## src/hw/pingPongPkg.sv

```systemverilog
/*
 * Shared widths, line patterns and state encodings for the host/accelerator
 * ping-pong latency test. Every RTL and testbench file refers to these by
 * scoped name, so the package compiles first.
 */
package pingPongPkg;

   localparam int addrWidth = 20;                   // cache-line address bits
   localparam int lineWidth = 512;                  // one cache line

   typedef logic [addrWidth-1:0] addrT;
   typedef logic [lineWidth-1:0] lineT;
   typedef logic [31:0]          countT;            // line count from host
   typedef logic [15:0]          hdrT;              // read rsp / umsg header

   // ************************************************************
   // line patterns
   // ************************************************************
   localparam logic [31:0] fillWord      = 32'h0000_0001;   // repeated over data lines
   localparam int          addrTagBits   = 17;              // low bits carry the address
   localparam lineT        flagLine      = {{(lineWidth-64){1'b0}}, {64{1'b1}}};
   localparam logic [31:0] flagReadyWord = 32'hffff_ffff;   // host sets flag bits 63:32
   localparam int          checkBits     = 16;              // compared on readback

   // umsg header fields
   localparam int umsgHintBit = 15;                 // 0 = umsg with data, 1 = hint
   localparam int umsgIdBits  = 3;                  // id must be zero

   // ************************************************************
   // encodings
   // ************************************************************
   typedef enum logic [1:0] {notifyPoll, notifyCsr, notifyUmsgData, notifyUmsgHint} notifyModeT;
   typedef enum logic [2:0] {wrWait, wrWrite, wrFence, wrFlag, wrDone} writeStateT;
   typedef enum logic [1:0] {rdWait, rdRead, rdResp, rdDone} readStateT;
   typedef enum logic [1:0] {pollWait, pollRead, pollResp, pollDone} pollStateT;

endpackage
```

## src/hw/pingPongTest.sv

```systemverilog
/*
 * Top level of the ping-pong latency test. Connects the write engine, the
 * notification detector and the read engine to the host-facing ports.
 * testCmp marks the end of a run.
 */
`timescale 1ns/1ps

module pingPongTest
(
   input  logic                      Clk_400,
   input  logic                      reset,

   // test control
   input  logic                      go,
   input  pingPongPkg::countT        lineCount,
   input  pingPongPkg::notifyModeT   notifyMode,
   input  logic                      csrWrite,
   input  logic                      umsgValid,

   // write port
   output logic                      writeEn,
   output logic                      writeFence,
   output pingPongPkg::addrT         writeAddr,
   output pingPongPkg::lineT         writeData,
   input  logic                      writeSent,

   // read port and responses
   output logic                      readEn,
   output pingPongPkg::addrT         readAddr,
   input  logic                      readSent,
   input  logic                      readRspValid,
   input  pingPongPkg::addrT         readRspAddr,
   input  pingPongPkg::lineT         readData,
   input  pingPongPkg::hdrT          readRspHdr,   // also umsg header

   // status
   output logic                      testCmp,
   output logic                      errorValid
);

   logic              writeDone;
   logic              pollReq;
   pingPongPkg::addrT pollAddr;
   logic              pollSent;
   logic              readGo;

   lineWriter writer
   (
      .Clk_400    (Clk_400),
      .reset      (reset),
      .go         (go),
      .lineCount  (lineCount),
      .writeSent  (writeSent),
      .writeEn    (writeEn),
      .writeFence (writeFence),
      .writeAddr  (writeAddr),
      .writeData  (writeData),
      .writeDone  (writeDone)
   );

   notifyDetect notify
   (
      .Clk_400      (Clk_400),
      .reset        (reset),
      .notifyMode   (notifyMode),
      .lineCount    (lineCount),
      .writeDone    (writeDone),
      .csrWrite     (csrWrite),
      .umsgValid    (umsgValid),
      .readRspValid (readRspValid),
      .readData     (readData),
      .readRspHdr   (readRspHdr),
      .pollSent     (pollSent),
      .pollReq      (pollReq),
      .pollAddr     (pollAddr),
      .readGo       (readGo)
   );

   lineReader reader
   (
      .Clk_400      (Clk_400),
      .reset        (reset),
      .lineCount    (lineCount),
      .readGo       (readGo),
      .writeDone    (writeDone),
      .pollReq      (pollReq),
      .pollAddr     (pollAddr),
      .readSent     (readSent),
      .readRspValid (readRspValid),
      .readRspAddr  (readRspAddr),
      .readData     (readData),
      .readEn       (readEn),
      .readAddr     (readAddr),
      .pollSent     (pollSent),
      .testCmp      (testCmp),
      .errorValid   (errorValid)
   );

endmodule

```

## src/hw/lineReader.sv

```systemverilog
/*
 * Read-phase engine. Owns the read port and carries the flag-poll reads on it
 * while idle. After readGo it reads lines 0..N-1, counts the responses, checks
 * each response's data against its address and raises testCmp at the end.
 */
`timescale 1ns/1ps

module lineReader
(
   input  logic                 Clk_400,
   input  logic                 reset,
   input  pingPongPkg::countT   lineCount,
   input  logic                 readGo,        // host notification seen
   input  logic                 writeDone,
   input  logic                 pollReq,       // flag poll from notifyDetect
   input  pingPongPkg::addrT    pollAddr,
   input  logic                 readSent,
   input  logic                 readRspValid,
   input  pingPongPkg::addrT    readRspAddr,
   input  pingPongPkg::lineT    readData,

   output logic                 readEn,
   output pingPongPkg::addrT    readAddr,
   output logic                 pollSent,
   output logic                 testCmp,
   output logic                 errorValid
);

   pingPongPkg::readStateT readState;
   pingPongPkg::addrT      reqAddr;       // next data line to read
   pingPongPkg::countT     rspCount;      // data responses so far
   logic                   lastReq;
   logic                   readPhase;     // read or response-wait

   // check pipeline
   logic                                 rspValidQ;
   logic [pingPongPkg::checkBits-1:0]    rspAddrQ;
   logic [pingPongPkg::checkBits-1:0]    rspDataQ;

   assign lastReq   = (pingPongPkg::countT'(reqAddr) + 32'd1) == lineCount;
   assign readPhase = (readState == pingPongPkg::rdRead) || (readState == pingPongPkg::rdResp);

   // poll requests ride the read port only while idle
   always_comb
   begin
      if (readState == pingPongPkg::rdWait)
      begin
         readEn   = pollReq;
         readAddr = pollAddr;
      end
      else
      begin
         readEn   = (readState == pingPongPkg::rdRead);
         readAddr = reqAddr;
      end
   end

   assign pollSent = readSent && (readState == pingPongPkg::rdWait);

   // ************************************************************
   // read FSM and response counter
   // ************************************************************
   always_ff @(posedge Clk_400)
   begin
      if (reset)
      begin
         readState <= pingPongPkg::rdWait;
         reqAddr   <= '0;
         rspCount  <= '0;
      end
      else
      begin
         if (readPhase && readRspValid)
            rspCount <= rspCount + 1'b1;
         case (readState)
            pingPongPkg::rdWait:
            begin
               reqAddr  <= '0;
               rspCount <= '0;   // poll responses do not count
               if (readGo)
               begin
                  if (lineCount != '0)
                     readState <= pingPongPkg::rdRead;
                  else
                     readState <= pingPongPkg::rdDone;
               end
            end
            pingPongPkg::rdRead:
            begin
               if (readSent)
               begin
                  reqAddr <= reqAddr + 1'b1;
                  if (lastReq)
                     readState <= pingPongPkg::rdResp;
               end
            end
            pingPongPkg::rdResp:
            begin
               if (rspCount == lineCount)
                  readState <= pingPongPkg::rdDone;   // all completions in
            end
            default:
            begin
               readState <= pingPongPkg::rdDone;
            end
         endcase
      end
   end

   // ************************************************************
   // data check one cycle behind the response
   // ************************************************************
   always_ff @(posedge Clk_400)
   begin
      rspAddrQ <= readRspAddr[pingPongPkg::checkBits-1:0];
      rspDataQ <= readData[pingPongPkg::checkBits-1:0];
   end

   always_ff @(posedge Clk_400)
   begin
      if (reset)
      begin
         rspValidQ  <= 1'b0;
         errorValid <= 1'b0;
         testCmp    <= 1'b0;
      end
      else
      begin
         rspValidQ <= readRspValid && readPhase;
         if (rspValidQ && rspDataQ != rspAddrQ)
            errorValid <= 1'b1;   // sticky until reset
         testCmp <= writeDone && (readState == pingPongPkg::rdDone);
      end
   end

endmodule

```

## src/hw/notifyDetect.sv

```systemverilog
/*
 * Host notification detector. Depending on notifyMode it polls the flag line,
 * waits for a CSR write, or waits for a UMsg with the right hint bit and a
 * zero ID, and then signals readGo to the line reader.
 */
`timescale 1ns/1ps

module notifyDetect
(
   input  logic                      Clk_400,
   input  logic                      reset,
   input  pingPongPkg::notifyModeT   notifyMode,    // static
   input  pingPongPkg::countT        lineCount,     // flag sits at address N
   input  logic                      writeDone,     // flag line has been written
   input  logic                      csrWrite,      // one-cycle pulse
   input  logic                      umsgValid,
   input  logic                      readRspValid,
   input  pingPongPkg::lineT         readData,
   input  pingPongPkg::hdrT          readRspHdr,
   input  logic                      pollSent,      // poll read taken by host

   output logic                      pollReq,
   output pingPongPkg::addrT         pollAddr,
   output logic                      readGo
);

   pingPongPkg::pollStateT pollState;
   logic                   flagSeen;      // polled flag word is set
   logic                   umsgHit;       // qualifying umsg this cycle
   logic                   wantHint;

   assign pollAddr = lineCount[pingPongPkg::addrWidth-1:0];
   assign pollReq  = (pollState == pingPongPkg::pollRead);

   assign flagSeen = readRspValid && (readData[63:32] == pingPongPkg::flagReadyWord);

   // hint bit must match the configured umsg flavor
   assign wantHint = (notifyMode == pingPongPkg::notifyUmsgHint);
   assign umsgHit  = umsgValid
                     && (readRspHdr[pingPongPkg::umsgHintBit] == wantHint)
                     && (readRspHdr[pingPongPkg::umsgIdBits-1:0] == '0);

   // ************************************************************
   // flag poll FSM
   // ************************************************************
   always_ff @(posedge Clk_400)
   begin
      if (reset)
         pollState <= pingPongPkg::pollWait;
      else
      begin
         case (pollState)
            pingPongPkg::pollWait:
            begin
               if (writeDone && notifyMode == pingPongPkg::notifyPoll)
                  pollState <= pingPongPkg::pollRead;
            end
            pingPongPkg::pollRead:
            begin
               if (pollSent)
                  pollState <= pingPongPkg::pollResp;
            end
            pingPongPkg::pollResp:
            begin
               // only one poll in flight, so any response is ours
               if (flagSeen)
                  pollState <= pingPongPkg::pollDone;
               else if (readRspValid)
                  pollState <= pingPongPkg::pollRead;   // not ready yet so ask again
            end
            default:
            begin
               pollState <= pingPongPkg::pollDone;
            end
         endcase
      end
   end

   // ************************************************************
   // read go
   // ************************************************************
   always_ff @(posedge Clk_400)
   begin
      if (reset)
         readGo <= 1'b0;
      else
      begin
         case (notifyMode)
            pingPongPkg::notifyPoll:
               readGo <= readGo || (pollState == pingPongPkg::pollResp && flagSeen);  // held
            pingPongPkg::notifyCsr:
               readGo <= csrWrite;
            default:
               readGo <= umsgHit;   // both umsg modes
         endcase
      end
   end

endmodule

```

## src/hw/lineWriter.sv

```systemverilog
/*
 * Write-phase engine. After go it writes N data lines tagged with their
 * address, then a write fence, then the flag line at address N, and holds
 * writeDone once the flag has been taken by the host.
 */
`timescale 1ns/1ps

module lineWriter
(
   input  logic                 Clk_400,
   input  logic                 reset,
   input  logic                 go,            // start pulse from host
   input  pingPongPkg::countT   lineCount,     // N, static during a run
   input  logic                 writeSent,     // host took the request

   output logic                 writeEn,
   output logic                 writeFence,
   output pingPongPkg::addrT    writeAddr,
   output pingPongPkg::lineT    writeData,
   output logic                 writeDone
);

   pingPongPkg::writeStateT writeState;
   logic                    lastLine;          // current data line is line N-1

   assign lastLine = (pingPongPkg::countT'(writeAddr) + 32'd1) == lineCount;

   // ************************************************************
   // write FSM
   // ************************************************************
   always_ff @(posedge Clk_400)
   begin
      if (reset)
      begin
         writeState <= pingPongPkg::wrWait;
         writeAddr  <= '0;
      end
      else
      begin
         case (writeState)
            pingPongPkg::wrWait:
            begin
               writeAddr <= '0;
               if (go)
               begin
                  // no data lines means the flag goes out at address 0
                  if (lineCount != '0)
                     writeState <= pingPongPkg::wrWrite;
                  else
                     writeState <= pingPongPkg::wrFlag;
               end
            end
            pingPongPkg::wrWrite:
            begin
               if (writeSent)
               begin
                  writeAddr <= writeAddr + 1'b1;   // ends at N for the flag
                  if (lastLine)
                     writeState <= pingPongPkg::wrFence;
               end
            end
            pingPongPkg::wrFence:
            begin
               if (writeSent)
                  writeState <= pingPongPkg::wrFlag;
            end
            pingPongPkg::wrFlag:
            begin
               if (writeSent)
                  writeState <= pingPongPkg::wrDone;
            end
            default:
            begin
               writeState <= pingPongPkg::wrDone;   // hold until reset
            end
         endcase
      end
   end

   // request strobes straight from state
   assign writeEn    = (writeState == pingPongPkg::wrWrite) || (writeState == pingPongPkg::wrFlag);
   assign writeFence = (writeState == pingPongPkg::wrFence);
   assign writeDone  = (writeState == pingPongPkg::wrDone);

   // data line is the fill pattern with the address in the low bits
   always_comb
   begin
      if (writeState == pingPongPkg::wrFlag)
         writeData = pingPongPkg::flagLine;
      else
      begin
         writeData = {(pingPongPkg::lineWidth/32){pingPongPkg::fillWord}};
         writeData[pingPongPkg::addrTagBits-1:0] = writeAddr[pingPongPkg::addrTagBits-1:0];
      end
   end

endmodule

```

## config.mk

```make
export PLATFORM = sky130hd
export DESIGN_NAME = pingPongTest
export DESIGN_NICKNAME = d
export VERILOG_FILES = /design/src/hw/pingPongPkg.sv /design/src/hw/pingPongTest.sv /design/src/hw/lineReader.sv /design/src/hw/notifyDetect.sv /design/src/hw/lineWriter.sv
export SDC_FILE = /design/constraint.sdc
export NUM_CORES = 1
export LEC_CHECK = 0
export BUFFER_PORTS_ARGS = -buffer_cell sky130_fd_sc_hd__buf_2
export CORE_AREA = 3 3 452 454
export DETAILED_ROUTE_END_ITERATION = 8
export DIE_AREA = 0 0 455 457
export PLACE_DENSITY = 0.3
export SETUP_SLACK_MARGIN = 0.4
export SLEW_MARGIN = 10
export SYNTH_ARGS = -nofsm -noshare
export SYNTH_HDL_FRONTEND = slang
export SYNTH_HIERARCHICAL = 1
export SYNTH_SLANG_ARGS = --single-unit
```

## constraint.sdc

```tcl
create_clock -name Clk_400 -period 3.91 [get_ports Clk_400]
set_input_delay 0.782 -clock Clk_400 [delete_from_list [all_inputs] [get_ports Clk_400]]
set_output_delay 0.782 -clock Clk_400 [all_outputs]
set_load 0.05 [all_outputs]
```

==> flow_summary.json, run 1 <==
{
  "number_of_cts_inserted_buffers": 17,
  "cts.clk_slew.worst_paths_ns": 0.07,
  "crit_path_end_kind": "primary output",
  "die_width_um": 455,
  "totalNegativeSetupSlack_ns": 0,
  "synthesis.area_per_instance_um2": 7.97,
  "largest_net_degree_at_the_start_of_global_routing": 49,
  "rows": 164,
  "ys.warnings.count": 6,
  "rsz0062_at_grt": "true",
  "gp_congestion": 0.742,
  "tightestPinTransition_ns": 1.00,
  "numPortBuffers": 231,
  "drive_gt1_share_pct": 21.6,
  "worst_hold_path_type": "input port to flip-flop",
  "die_footprint_mm2": 0.208,
  "die-height_um": 457,
  "place.detailed.hpwl_mm": 41.5,
  "async_reset_ff_share_pct": 0,
  "worst_slack_ns": 0.713,
  "path_class": "flip-flop to primary output",
  "global_route.overflow_total": 0,
  "final_cell_area_mm2": 0.0139,
  "number_of_synthesized_flops_with_an_enable_pin": 0,
  "worst-path-max-fanout": 23,
  "yosysSeqAreaShare_pct": 20.6,
  "synth_top_cell_by_area": "buf_4",
  "fp.coreArea_mm2": 0.200,
  "first_global_vias": 7677,
  "timing.critical_path.from_type": "flip-flop",
  "p_leak_nw": 5.10,
  "post_layout_utilization_of_the_core_pct": 6.94,
  "nets": 2141,
  "clock_sink_count": 115,
  "grt_use_total_pct": 4.64,
  "outcome": "complete, no violations",
  "cap_violations": 0,
  "drtPass1Iterations": 5,
  "design_power_total_mw": 5.60,
  "irDropWorstVdd_v": 0.000345,
  "cp_data_arrival_time_ns": 2.41,
  "ctsRootBufferMaster": "clkbuf_16",
  "fillCellCount": 23489,
  "starting_density_of_the_core_pct": 5.58,
  "synth_flop_cell": "dfxtp_1",
  "hold-worst-slack_ns": 0.379,
  "placedInstanceArea_mm2": 0.0133,
  "cts_tree": "done",
  "count_of_state_elements_after_synthesis": 115,
  "post_drt_wl_per_cell_um": 11.9,
  "grt_first_pass_wirelength_mm": 64.7,
  "pin_count": 1147,
  "route.vias.total": 8874,
  "fin_worst_skew_ns": 0.0126,
  "maxClockFrequency_mhz": 313,
  "final_min_period_over_clock_period_pct": 81.8,
  "timing.final.max_slew_violations": 0,
  "finalCriticalPeriod_ns": 3.20,
  "route.detailed.drc": 0,
  "fin_cells": 4214,
  "synthesis.instances": 1401,
  "drt_iter0_drcs": 399,
  "syn_area_mm2": 0.0112,
  "critPathRequiredTime_ns": 3.13,
  "vias_per_cell": 2.11,
  "post-cts-setup-buffer-count": 0,
  "finalWirelength_mm": 50.2,
  "synth_cell_types": 78,
  "final_setup_violations": 0,
  "dpl_worst_slack_ns": 0.614,
  "cts_htree_levels": 4,
  "drt.antenna.violating_nets": 0,
  "synth.top_cell.area_share_pct": 34.8,
  "worst_slew_margin_rel_pct": 32.6,
  "worstSkewPairLatency_ns": 0.50,
  "place.detailed.instances": 4179,
  "grt_antenna_before_repair": 22,
  "hold_viol": 0,
  "timing.reg2reg.setup_slack_ns": 0.81,
  "power.density_mw_per_mm2": 403,
  "synthToLayoutAreaGrowth_pct": 24.4,
  "yosys-top-cells-area": "buf_4, dfxtp_1, xnor2_1",
  "clock_path_buffers": 2
}
-- synth_stat cells, types with 3 or more instances --
| library cell | count |
|---|---|
| nand2_1 | 61 |
| inv_1 | 23 |
| nor3_2 | 3 |
| buf_1 | 3 |
| o21ai_0 | 45 |
| buf_4 | 518 |
| clkbuf_2 | 3 |
| xor2_1 | 51 |
| a311oi_1 | 17 |
| ha_1 | 8 |
| nor2b_1 | 5 |
| nor3b_1 | 5 |
| a22oi_1 | 3 |
| or2_2 | 4 |
| or4_1 | 5 |
| nand4_1 | 36 |
| buf_2 | 5 |
| and3_1 | 8 |
| nand2b_1 | 22 |
| nand3b_1 | 7 |
| or3_1 | 15 |
| nand3_1 | 30 |
| a211oi_1 | 10 |
| nor2_1 | 82 |
| clkbuf_1 | 28 |
| dfxtp_1 | 115 |
| nor3_1 | 19 |
| nand4_2 | 3 |
| a31oi_1 | 10 |
| nor4_4 | 3 |
| and4_1 | 13 |
| xnor2_1 | 69 |
| mux2i_1 | 4 |
| mux2_2 | 19 |
| nor4_1 | 28 |
| and2_1 | 6 |
| buf_6 | 6 |
| a21oi_1 | 56 |
| o2111ai_1 | 4 |
-- report_power, final --
group / internal, mW / total [mW] / switching [mW]
Combinational: 0.438 / 2.75 / 2.32
Sequential: 1.21 / 1.26 / 0.0523
Clock: 0.826 / 1.58 / 0.754
Total: 2.48 / 5.60 / 3.12
-- placed cells by master (no fill, tap or decap), types with 5 or more instances in the layout --
cell / count
and3_1: 8
or4_1: 5
nor3b_1: 5
nor4_1: 28
a21oi_1: 56
buf_4: 21
a211oi_1: 9
inv_1: 22
clkbuf_16: 17
o21ai_0: 45
nand4_1: 36
nand2b_1: 22
xnor2_1: 69
and2_1: 6
nor2_1: 81
or3_1: 15
clkinvlp_4: 7
xor2_1: 51
ha_1: 8
a311oi_1: 17
nand2_1: 60
nor3_1: 19
nand3b_1: 7
conb_1: 435
nand3_1: 30
and4_1: 13
nor2b_1: 5
dfxtp_1: 115
buf_2: 231
mux2_2: 19
a31oi_1: 10
-- state kept, by name (all words and copies together) (netlist names) --
| name | count |
|---|---|
| reader/rspValidQ | 1 |
| writer/writeAddr | 20 |
| writer/writeState | 3 |
| reader/errorValid | 1 |
| reader/readState | 2 |
| reader/rspAddrQ | 16 |
| reader/rspDataQ | 16 |
| reader/reqAddr | 20 |
| notify/readGo | 1 |
| reader/rspCount | 32 |
| reader/testCmp | 1 |
| notify/pollState | 2 |
-- cell type report --
class / instances / area, um^2 / share of cell area (%)
multi-input combinational: 1132 / 6290 / 45.2
tap: 2656 / 3320 / 23.9
sequential: 115 / 2300 / 16.6
timing repair buffer: 253 / 1330 / 9.60
clock buffer: 18 / 439 / 3.16
clock inverter: 13 / 104 / 0.747
inverter: 23 / 90.1 / 0.648
timing repair inverter: 1 / 7.51 / 0.0540
antenna: 3 / 7.51 / 0.0540
-- metal layers --
metal / part of all wire [%] / vias to the layer above / global-route usage, %
met5: 0 / - / 0
met4: 3.6 / 0 / 2.33
met3: 6.6 / 74 / 1.05
met2: 55 / 616 / 9.10
met1: 35 / 4065 / 4.44
li1: - / 4119 / -
-- worst paths after layout --
path / startpoint / end / depth (start not counted)
setup / recovery: writer/writeState[0] / writeData[41] / 5
hold / removal: readRspAddr[12] / reader/rspAddrQ[12] / 1
setup reg to reg: reader/reqAddr[0] / reader/readState[0] / 8
hold reg to reg: reader/rspValidQ / reader/errorValid / 2
-- critical path: stages, from the launching register on --
cell and delay [ns]:
dfxtp_1 0.50, inv_1 0.14, nor2_2 0.20, nand2_2 0.33
clkinvlp_4 0.39, buf_2 0.32
-- cell families after synthesis --
| logic type | after synthesis | share of synthesized area, % |
|---|---|---|
| buffers and inverters | 587 | 37.7 |
| XOR/XNOR | 120 | 9.41 |
| multiplexers | 25 | 2.54 |
| other | 2 | 0.0673 |
| AO/OA/AOI/OAI | 173 | 9.87 |
| flip-flops | 115 | 20.6 |
| AND/OR/NAND/NOR | 370 | 18.8 |
| adder cells (fa/ha/maj) | 9 | 0.986 |
-- what timing repair did --
action	CTS	global route
endpoints found under the hold margin	0	0
gates resized for setup	0	1
setup endpoints to repair	46	23
hold buffers	0	0
gates cloned	1	0
Note: power is estimated with default switching activity, not from simulation.
==> run 2, diff against run 1 <==
Settings changed: ABC_AREA from default to 1, CORE_AREA 3 3 452 454 to 3 3 443 445, DIE_AREA 0 0 455 457 to 0 0 446 448.
Clock period 3.91 ns to 3 ns, I/O delays scaled along.
==> flow_summary.json, run 2 <==
{
  "outcome": "complete, no violations",
  "vias_per_cell": 2.18,
  "yosys-top-cells-area": "buf_4, dfxtp_1, nand2_1",
  "async_reset_ff_share_pct": 0,
  "synthesis.instances": 1719,
  "final_min_period_over_clock_period_pct": 82.8,
  "worst_hold_path_type": "input port to flip-flop",
  "final_setup_violations": 0,
  "mostFrequentLayoutCell": "conb_1",
  "worst_slew_margin_rel_pct": 46.3,
  "clock_path_buffers": 2,
  "startpoint_of_the_most_critical_hold_path": "readRspAddr[14]",
  "largest_register_ff_count": 32,
  "cap_violations": 0,
  "finalCriticalPeriod_ns": 2.48,
  "drive_gt1_share_pct": 20.3,
  "finalWirelength_mm": 52.6,
  "die_width_um": 446,
  "grt_use_total_pct": 4.98,
  "route.detailed.drc": 0,
  "final_cell_mix": "conb_1, nand2_1, buf_2, inv_1, nor2_1",
  "cts.clk_slew.worst_paths_ns": 0.07,
  "die-height_um": 448,
  "numPortBuffers": 231,
  "grt_first_pass_wirelength_mm": 66.8,
  "tightestPinTransition_ns": 0.800,
  "yosysSeqAreaShare_pct": 20.2,
  "drtPass1Iterations": 7,
  "gp_congestion": 0.747,
  "yosys-top-cells-count": "buf_4, nand2_1, inv_1",
  "crit_path_end_kind": "primary output",
  "number_of_cts_inserted_buffers": 17,
  "clock_sink_count": 115,
  "synth_top_cell_by_area": "buf_4",
  "number_of_synthesized_flops_with_an_enable_pin": 0,
  "min_delay_path_depth": 1,
  "maxClockFrequency_mhz": 403,
  "route.vias.total": 9691,
  "post_drt_wl_per_cell_um": 11.9,
  "synth.top_cell.area_share_pct": 33.8,
  "synth_flop_cell": "dfxtp_1",
  "path_class": "flip-flop to primary output",
  "totalNegativeSetupSlack_ns": 0,
  "synthesis.area_per_instance_um2": 6.62,
  "max_flop_register": "reader/rspCount",
  "p_leak_nw": 6.09,
  "critPathRequiredTime_ns": 2.40,
  "yosys.cell_count.top_type": "buf_4",
  "first_global_vias": 8203,
  "holdBufCountCts": 0,
  "cts_tree": "done",
  "syn_area_mm2": 0.0114,
  "synthToLayoutAreaGrowth_pct": 30.2,
  "grt_antenna_before_repair": 42,
  "reg.largest.list": "reader/rspCount (32), reader/reqAddr (20), writer/writeAddr (20)",
  "dpl_worst_slack_ns": 0.336,
  "power.density_mw_per_mm2": 590,
  "drt.antenna.violating_nets": 0,
  "drt_iter0_drcs": 508,
  "die_footprint_mm2": 0.200,
  "critical_path.reg2reg.startpoint": "reader/reqAddr[1]",
  "cp_data_arrival_time_ns": 1.88,
  "hold_viol": 0,
  "nets": 2495,
  "count_of_state_elements_after_synthesis": 115,
  "global_route.overflow_total": 0,
  "worstRegToRegCells": 16,
  "worst-path-max-fanout": 16,
  "design_power_total_mw": 8.75,
  "largest_net_degree_at_the_start_of_global_routing": 30,
  "cts_htree_levels": 4,
  "timing.critical_path.from_type": "flip-flop",
  "irDropWorstVdd_v": 0.000415,
  "rsz0062_at_grt": "true",
  "rows": 161,
  "starting_density_of_the_core_pct": 5.91,
  "fp.coreArea_mm2": 0.193,
  "startpoint": "writer/writeState[0]",
  "place.detailed.hpwl_mm": 45.4,
  "fin_worst_skew_ns": 0.0108,
  "synth_cell_types": 46,
  "ctsRootBufferMaster": "clkbuf_16",
  "pin_count": 1147,
  "worst_slack_ns": 0.516,
  "timing.final.max_slew_violations": 0,
  "worstSkewPairLatency_ns": 0.48,
  "ys.warnings.count": 6
}
## run 2: layout make-up
class                   count  area (um^2)
diodes                      3         7.51
inverters                 161          631
flip-flops and latches    115         2310
clock buffers              18          429
well taps                2526         3160
fillers                 22715       178000
multi-input cells        1345         6350
clock inverters            14          199
repair buffers            257         1730
## run 2: critical path: stages, from the launching register on
cell and delay, ns:
dfxtp_2 0.36, inv_2 0.05, nor2_4 0.11, inv_2 0.07
nor2_4 0.10, buf_12 0.16, clkinv_16 0.11, nand2_1 0.26
buf_12 0.18
## run 2: layer usage
metal | wire, um | GRT usage [%] | vias to the layer above | part of all wire [%]
li1 | - | - | 4842 | -
met1 | 19200 | 5.17 | 4230 | 36
met2 | 28300 | 9.66 | 523 | 54
met3 | 3940 | 1.48 | 92 | 7.5
met4 | 1130 | 1.26 | 4 | 2.1
met5 | 23 | 0 | - | 0.044
## run 2: cell families after synthesis
kind of cell               synth area share [%]
adders and majority gates                 0.879
and+or+nand+nor                            28.7
xor gates and xnor gates                   4.29
buffers and inverters                      39.8
other                                    0.0660
AOI/OAI and AO/OA                          6.11
DFF                                        20.2
## run 2: per-stage QoR
stage	instances	instance area [um^2]	utilization (%)	hold WS, ns
floorplan	2152	13300	-	0.424
global placement	4397	13900	7.21	0.443
detailed placement	4397	13900	7.21	0.439
CTS	4431	14600	7.60	0.169
global route	4436	14800	7.69	0.183
finish	4439	14800	7.70	0.230
## run 2: final timing paths
check                                      endpoint  slack (ns)
worst max-delay path                   writeData[0]        0.52
worst min-delay path            reader/rspAddrQ[14]        0.23
worst max register to register  reader/readState[1]        0.61
worst min register to register    reader/errorValid        0.46
## run 2: what timing repair did
item                       in CTS  in global routing
cloned                          1                  0
buffers inserted                1                  5
pin swaps                       1                  7
gates resized for setup        18                 49
setup endpoints to repair      89                 70
## run 2: power by group
| part | leakage, nW | total, mW | internal, mW | switching (mW) |
|---|---|---|---|---|
| Clock | 0.306 | 2.30 | 1.40 | 0.902 |
| Sequential | 0.942 | 1.69 | 1.62 | 0.0779 |
| Combinational | 4.84 | 4.75 | 0.934 | 3.82 |
==> run 3, diff against run 2 <==
Settings changed: ABC_AREA 1 to 0, CORE_AREA 3 3 443 445 to 3 3 451 453, DIE_AREA 0 0 446 448 to 0 0 454 456.
Clock period 3 ns to 2.2 ns, I/O delays scaled along.
==> flow_summary.json, run 3 (synthesis gave the netlist of run 1 again) <==
{
  "finalCriticalPeriod_ns": 2.44,
  "hold_viol": 0,
  "power.density_mw_per_mm2": 636,
  "fp.coreArea_mm2": 0.200,
  "outcome": "complete, but fails checks",
  "irDropWorstVdd_v": 0.000483,
  "worstPathCellList": "ha_4 > nand3_4 > nor4_4 > mux2_4 > nand3b_1 > a2111o_1 > o31ai_4 > mux2_4",
  "post_drt_wl_per_cell_um": 12.2,
  "fin_worst_skew_ns": 0.0221,
  "drtPass1Iterations": 4,
  "post_layout_utilization_of_the_core_pct": 9.52,
  "drive_gt1_share_pct": 41.7,
  "cap_violations": 0,
  "pin_count": 1147,
  "critical_path_buf_inv_count": 0,
  "finalWirelength_mm": 54.7,
  "max_flop_register": "reader/rspCount",
  "final_cell_mix": "conb_1, buf_4, buf_2, buf_12, dfxtp_1",
  "path_class": "flip-flop to flip-flop",
  "power.net_switching_mw": 5.96,
  "p_leak_nw": 7.39,
  "worst_slew_margin_rel_pct": 57.6,
  "design_power_total_mw": 12.1,
  "sequentialPowerShare_pct": 18.2,
  "numPortBuffers": 231,
  "crit_path_top_delay_cell": "a2111o_1",
  "timing.critical_path.max_delay_family": "compound AO/OA/AOI/OAI gates",
  "clock_path_buffers": 2,
  "final_cell_area_mm2": 0.0190,
  "largest_register_ff_count": 32,
  "grt_antenna_before_repair": 26,
  "sw_frac_of_total_pct": 49.3,
  "nets": 2418,
  "reg.largest.list": "reader/rspCount (32), reader/reqAddr (20), writer/writeAddr (20)",
  "grt_use_total_pct": 5.02,
  "route.detailed.drc": 0,
  "cp_data_arrival_time_ns": 2.80,
  "crit_path_end_kind": "flip-flop",
  "global_route.overflow_total": 0,
  "place.detailed.hpwl_mm": 44.7,
  "first_global_vias": 9046,
  "cts.clk_slew.worst_paths_ns": 0.06,
  "timing.final.max_slew_violations": 0,
  "rows": 164,
  "die_width_um": 454,
  "p_clk_share_pct": 22.7,
  "cts_tree": "done",
  "tightestPinTransition_ns": 0.630,
  "max_stage_delay_ns": 0.49,
  "mostFrequentLayoutCell": "conb_1",
  "crit_top_cell": "mux2_4",
  "ctsRootBufferMaster": "clkbuf_16",
  "route.vias.total": 9885,
  "worst-path-max-fanout": 3,
  "number_of_cts_inserted_buffers": 17,
  "final_setup_violations": 73,
  "grt_first_pass_wirelength_mm": 71.2,
  "worst_slack_ns": -0.240,
  "die_footprint_mm2": 0.207,
  "synthToLayoutAreaGrowth_pct": 70.2,
  "power_share_of_the_combinational_group_pct": 59.0,
  "timing.critical_path.from_type": "flip-flop",
  "die-height_um": 456,
  "placedInstanceArea_mm2": 0.0153,
  "totalNegativeSetupSlack_ns": -3.24,
  "internal_power_mw": 6.13,
  "rsz0062_at_grt": "true",
  "violations": "negative setup slack",
  "critPathRequiredTime_ns": 2.56,
  "cts_htree_levels": 4,
  "worst_hold_path_type": "input port to flip-flop",
  "gp_congestion": 0.745,
  "largest_net_degree_at_the_start_of_global_routing": 33,
  "final_min_period_over_clock_period_pct": 111,
  "clock_sink_count": 115,
  "worstSkewPairLatency_ns": 0.48,
  "drt_iter0_drcs": 281,
  "vias_per_cell": 2.20,
  "maxClockFrequency_mhz": 410,
  "starting_density_of_the_core_pct": 5.59,
  "drt.antenna.violating_nets": 0
}
==> run 3: layout make-up <==
cell class | instances | area, um^2
fill | 23147 | 181000
multi-input combinational | 1132 | 7170
timing repair buffer | 531 | 5480
tap | 2656 | 3320
sequential | 115 | 2390
clock buffer | 19 | 443
clock inverter | 13 | 101
inverter | 23 | 92.6
antenna | 4 | 10.0
==> run 3: repair_timing <==
item	CTS	global route
pin swaps	53	47
hold buffers	4	0
setup endpoints to repair	160	150
cloned	6	1
buffers inserted	42	22
endpoints found under the hold margin	4	0
resized for setup	504	81
==> run 3: through the flow <==
step	std cells	worst slack, ns	hold WS (ns)
after floorplan	1834	-0.548	0.433
after global placement	4382	-0.534	0.459
after detailed placement	4382	-0.452	0.456
after CTS	4466	-0.251	0.00284
after global routing	4493	-0.328	0.0174
final	4493	-0.240	0.0665
==> run 3: routing by layer <==
layer | track usage, % | wire [um] | part of all wire, % | vias up
met1 | 4.93 | 18900 | 34 | 4596
met2 | 10.0 | 31300 | 57 | 524
met3 | 0.712 | 2620 | 4.8 | 78
met4 | 2.51 | 1950 | 3.6 | 0
met5 | 0 | 0 | 0 | -
li1 | - | - | - | 4687
==> run 3: power by group through the flow <==
stage / clock (mW) / sequential, mW / combinational (mW)
final: 2.75 / 2.20 / 7.13
after global placement: 0 / 2.26 / 5.70
after CTS: 2.94 / 2.21 / 7.05
after global routing: 2.98 / 2.21 / 7.47
after floorplan: 0 / 2.27 / 4.75
after detailed placement: 0 / 2.26 / 5.67
==> run 3: path summary, 6_finish.rpt <==
check / start / endpoint / slack, ns / cells past startpoint
setup / recovery: reader/reqAddr[0] / reader/readState[0] / -0.24 / 8
hold / removal: readData[5] / reader/rspDataQ[5] / 0.07 / 1
setup reg to reg: reader/reqAddr[0] / reader/readState[0] / -0.24 / 8
hold reg to reg: reader/rspValidQ / reader/errorValid / 0.47 / 2
